File: config.mk
export PLATFORM = sky130hd
export DESIGN_NAME = symbol_hold_mapper
export DESIGN_NICKNAME = d
export VERILOG_FILES = /design/src/hdl/gsm_shaper_pkg.sv /design/src/hdl/symbol_hold_mapper.sv
export SDC_FILE = /design/constraint.sdc
export NUM_CORES = 1
export LEC_CHECK = 0
export BUFFER_PORTS_ARGS = -buffer_cell sky130_fd_sc_hd__buf_2
export CORE_AREA = 2 2 39 41
export CTS_BUF_LIST = sky130_fd_sc_hd__clkbuf_4 sky130_fd_sc_hd__clkbuf_8 sky130_fd_sc_hd__clkbuf_16
export CTS_CLUSTER_DIAMETER = 60
export DETAILED_ROUTE_END_ITERATION = 8
export DIE_AREA = 0 0 41 43
export HOLD_SLACK_MARGIN = 0.06
export PLACE_DENSITY_LB_ADDON = 0.05
export SYNTH_ARGS = -nofsm -noshare
export SYNTH_HDL_FRONTEND = slang
export SYNTH_SLANG_ARGS = --single-unit
export TNS_END_PERCENT = 1
File: constraint.sdc
create_clock -name sys_clk -period 3.2 [get_ports sys_clk]
set_clock_uncertainty 0.05 [all_clocks]
set_input_delay 0.8 -clock sys_clk [delete_from_list [all_inputs] [get_ports sys_clk]]
set_output_delay 0.8 -clock sys_clk [all_outputs]
set_load 0.03 [all_outputs]
File: src/hdl/gsm_shaper_pkg.sv
`default_nettype none

package gsm_shaper_pkg;

    // sample, coefficient and partial sum width
    localparam int sample_width = 18;

    // full 2s34 multiplier result
    localparam int product_width = 36;

    // symmetric gaussian filter
    localparam int filter_length = 101;

    // folded pairs, centre tap included
    localparam int fold_count = 51;

    // shared multipliers, each serves one tap per phase
    localparam int mult_lanes = 13;

    // clocks per output sample
    // lane i serves fold pair i*clks_per_sample + phase
    localparam int clks_per_sample = 4;

    // product slice starts here, bits 34..17 give 1s17
    localparam int product_shift = 17;

    // phase counter width
    localparam int phase_width = 2;

endpackage

`default_nettype wire
File: src/hdl/symbol_hold_mapper.sv
`timescale 1ns/10ps
`default_nettype none

module symbol_hold_mapper #(
    parameter int samples_per_symbol = 4,
    parameter logic signed [gsm_shaper_pkg::sample_width-1:0] symbol_amplitude = 18'sd65536
) (
    input  wire  sys_clk,
    input  wire  reset,
    input  wire  sam_clk_en,
    input  wire  bit_in,
    output logic bit_req,
    output logic signed [gsm_shaper_pkg::sample_width-1:0] x_in
);

    localparam int count_width =
        (samples_per_symbol > 1) ? $clog2(samples_per_symbol) : 1;
    localparam logic [count_width-1:0] last_count = count_width'(samples_per_symbol - 1);

    logic [count_width-1:0] hold_cnt;
    logic                   symbol_start;

    // counter at zero means the next strobe opens a symbol
    assign symbol_start = (hold_cnt == '0);
    assign bit_req      = sam_clk_en && symbol_start;

    always_ff @(posedge sys_clk) begin
        if (reset) begin
            hold_cnt <= '0;
            x_in     <= '0;
        end else if (sam_clk_en) begin
            if (hold_cnt == last_count) begin
                hold_cnt <= '0;
            end else begin
                hold_cnt <= hold_cnt + 1'b1;
            end
            // nrz mapping, level held until the next symbol
            if (symbol_start) begin
                x_in <= bit_in ? symbol_amplitude : -symbol_amplitude;
            end
        end
    end

endmodule

`default_nettype wire

* After elaboration in Yosys (flattened, before gate mapping)
Cells that the tools add are included.
** Word-level totals
- Flip-flop bits (word level) :: 20
- Bits in latches :: 0
- Bits in writable memories :: 0
- Bits in read-only memories :: 0
- Bits of input ports :: 4
- Output and inout port bits :: 19
- Logic and storage cells :: 9
- Memories :: 0
** Cells by class
- $add $sub $neg :: 1
- $mul :: 0
- Div/mod/pow operators :: 0
- Magnitude comparators :: 0
- Equal/unequal tests :: 1
- Shift operators :: 0
- Multiplexer cells :: 2
- Bitwise logic cells :: 0
- Reductions and logical operators :: 3
** Operators with widths (count)
- $mux 18 :: 1
- $add 2x1->2 const B :: 1
- $eq 2x2->1 const B :: 1
- $logic_not 2->1 :: 1
- $mux 2 :: 1
- $reduce_and 2->1 :: 1
- $logic_and 1x1->1 :: 1

* Depth between registers and ports, before layout
- Depth after elaboration :: 2
- Mapped depth :: 4
- Gate-level depth less buffers :: 4

* Worst setup path before layout
No wires, ideal clock.
- Path kind :: in2out
- Start :: in sam_clk_en
- End :: out bit_req
- Data arrival time :: 1019 ps
- Data required time :: 2350 ps
- Setup slack :: 1331 ps
- Cell stages on the path :: 1
- Buffers on the path :: 0
- Cell sequence :: and2_2
** Between the ends
- Longest elaborated chain between the ends :: 1
** Ends and longest elaborated chain
- start, declared :: RTL line symbol_hold_mapper.sv:10 : input wire sam_clk_en,
- $logic_and 1x1->1 :: RTL line symbol_hold_mapper.sv:25 : assign bit_req = sam_clk_en && symbol_start;
- end, declared :: RTL line symbol_hold_mapper.sv:12 : output logic bit_req,
No other way between the ends.

* Worst setup path after layout
Same ends and word-level chain as after synthesis.

==> run_results.csv <==
group,metric,value,unit
outcome,status,"complete, no violations",
clocking,cts_resized,0,
clocking,ctsHoldBuffers,0,
logic_synthesis,seq_area_frac_synth,27.0,%
final_layout,syn_to_final_growth,2.95,%
sta,setup_tns,0,ns
logic_synthesis,ys_ff_latch,4,
setup_path,r2r_setup_slack,2.00,ns
sta,slew_viol_final,0,
clocking,clk_latency,0.23,ns
power,p_sw,0.0654,mW
clocking,clk_path_buf_depth,2,
min_path,hold_depth,2,
min_path,holdPathEnd,"x_in[16]",
final_layout,diodes,0,
grt,track_usage,6.02,%
power,worst_ir_drop_vdd,0.166,mV
floorplanning,die_h,43,µm
setup_path,worst-path-max-fanout,6,
sta,rsz0062_at_grt,"no",
sta,hold_violations,0,
power,seqPwrFrac,33.4,%
clocking,clockRootBuffer,"clkbuf_4",
power,p_leak,0.167,nW
final_layout,stdcell_count,58,
floorplanning,start_util,21.4,%
placement,placed_cells,55,
clocking,cts_buffers,3,
setup_path,r2r-end,"hold_cnt[0]",
detailed_routing,post-route-drc-count,0,
sta,final-setup-viol-count,0,
power,internal-power,0.107,mW
logic_synthesis,yosysTopAreaCell,"buf_4",
logic_synthesis,synth_top_area_share,40.5,%
floorplanning,fp.dieW,41,µm
run,cap_violations,0,
clocking,cts_setup_buffers,0,
grt,grt_pass1_vias,138,
final_layout,fill_cells,175,
setup_path,cp.arrival,1.28,ns
grt,grt_max_degree,7,
setup_path,start_kind,"input pin",
min_path,holdCritStartpoint,"x_in[16]",
clocking,cts_htree_levels,1,
logic_synthesis,avgSynthCellArea,8.72,µm²
detailed_routing,first_iter_violations,0,
setup_path,reg2regPathDepth,3,
setup_path,cp-end-kind,"output pin",
placement,hpwl,367,µm
detailed_routing,wire_per_inst,7.36,µm
grt,grt_antenna_before_repair,0,
setup_path,crit_family,"buffers and inverters",
detailed_routing,vias_per_cell,3.14,
power,sw_frac_of_total,37.9,%
detailed_routing,drt_pass1_iterations,1,
clocking,clock_sinks,4,
logic_synthesis,synthesis.area,297,µm²
placement,io_buffers,6,
placement,gp_congestion,0.642,
setup_path,slowest_stage,"and2_2",
clocking,path_clk_slew,0.04,ns
setup_path,critPathBufInv,2,
logic_synthesis,syn_inst,34,
setup_path,crit_chain,"buf_2, and2_2, buf_2",
logic_synthesis,ys_warn_count,0,
floorplanning,core,0.00138,mm²
detailed_routing,routed_wl,427,µm
sta,period_needed,2.13,ns
logic_synthesis,synth_area_leaders,"buf_4, dfxtp_1, ha_1",
final_layout,drive_gt1_share,23.8,%
setup_path,worstPathRequired,2.35,ns
setup_path,timing.rr.start,"hold_cnt[0]",
final_layout,nNetsFinal,50,
floorplanning,ios,23,
logic_synthesis,ys_types,12,
grt,grt_pass1_wl,593,µm
setup_path,crit_path_frequent_cell,"buf_2",
power,clock_power_share,36.6,%
detailed_routing,antenna_left,0,
setup_path,criticalPathCategory,"in2out",
floorplanning,fp.dieArea,0.00176,mm²
clocking,cts_tree,"built",
grt,gr-total-overflow,0,
detailed_routing,num_vias,182,
power,p_per_area,566,mW/mm²
power,pwr-share-comb,30.0,%
sta,fmax,469,MHz
setup_path,slowest_delay,0.17,ns
sta,finalCritPeriodShare,66.6,%
floorplanning,rows,14,
min_path,hp-class,"reg2reg",
## tightest hold or removal path, cell delays in order, from the launching register on
cell and delay [ns]:
dfxtp_1 0.32, a21oi_1 0.04, nor2_1 0.07
## worst max path at each step
| stage | startpoint | to | slack [ns] | cells after the start |
|---|---|---|---|---|
| 3_5_place_dp | sam_clk_en | bit_req | 1.07 | 3 |
| 5_1_grt | hold_cnt[0] | bit_req | 1.03 | 4 |
| 6_report | sam_clk_en | bit_req | 1.07 | 3 |
| 3_3_place_gp | sam_clk_en | bit_req | 1.06 | 3 |
| 2_1_floorplan | sam_clk_en | bit_req | 1.33 | 1 |
| 4_1_cts | sam_clk_en | bit_req | 1.06 | 3 |
## flip-flops by register name, indices dropped and copies added (netlist names)
register / flops
hold_cnt: 2
x_in: 2
## layout make-up
cell class | instances | area, µm² | area share (%)
well taps | 16 | 20.0 | 6.56
clock buffers | 3 | 22.5 | 7.38
inverters | 2 | 7.51 | 2.46
repair buffers | 6 | 30.0 | 9.84
flip-flops and latches | 4 | 80.1 | 26.2
multi-input cells | 27 | 145 | 47.5
## cells by family (layout without fill, tap and decap cells)
kind of cell	after synthesis	after routing	share of synthesized area (%)
mux	1	1	3.38
flops	4	4	27.0
buf+inv	18	11	43.0
fa+ha+maj	2	2	8.44
other cells	1	16	1.26
simple gates	4	4	8.44
compound gates	4	4	8.44
## cell usage after synthesis
| master | number |
|---|---|
| buf_4 | 16 |
| dfxtp_1 | 4 |
| a21oi_1 | 2 |
| ha_1 | 2 |
| inv_1 | 2 |
| nor2_1 | 2 |
| a211oi_1 | 1 |
| and2_2 | 1 |
| conb_1 | 1 |
| mux2i_1 | 1 |
| o31ai_1 | 1 |
| or4b_1 | 1 |
## metrics by stage
step	util (%)	cell area, µm²	worst slack [ns]	total power [mW]	hold slack [ns]
3_3_place_gp	20.4	283	1.06	0.110	0.397
5_1_grt	22.1	305	1.03	0.186	0.457
2_1_floorplan	-	353	1.33	0.116	0.424
3_5_place_dp	20.4	283	1.07	0.111	0.418
6_report	22.1	305	1.07	0.173	0.418
4_1_cts	22.1	305	1.06	0.177	0.426
## cell usage in the layout (no fill, tap or decap), drive strengths merged
master	synthesis	final
mux2i	1	1
ha	2	2
a21oi	2	2
o31ai	1	1
nor2	2	2
a211oi	1	1
conb	1	16
or4b	1	1
dfxtp	4	4
buf	16	6
and2	1	1
clkbuf	0	3
inv	2	2
## power by group through the flow
stage / Clock (mW) / Sequential [mW] / Combinational (mW)
CTS: 0.0668 / 0.0579 / 0.0520
global placement: 0 / 0.0583 / 0.0517
detailed placement: 0 / 0.0587 / 0.0519
global route: 0.0709 / 0.0587 / 0.0560
finish: 0.0632 / 0.0577 / 0.0519
floorplan: 0 / 0.0632 / 0.0531
## per-layer routing
metal  part of all wire (%)  GRT usage, %
met1                     34          5.45
met2                     59          6.88
met3                    5.6          4.71
met4                    1.9          8.00
met5                      0             0
Note: power is estimated with default switching activity, not from simulation.
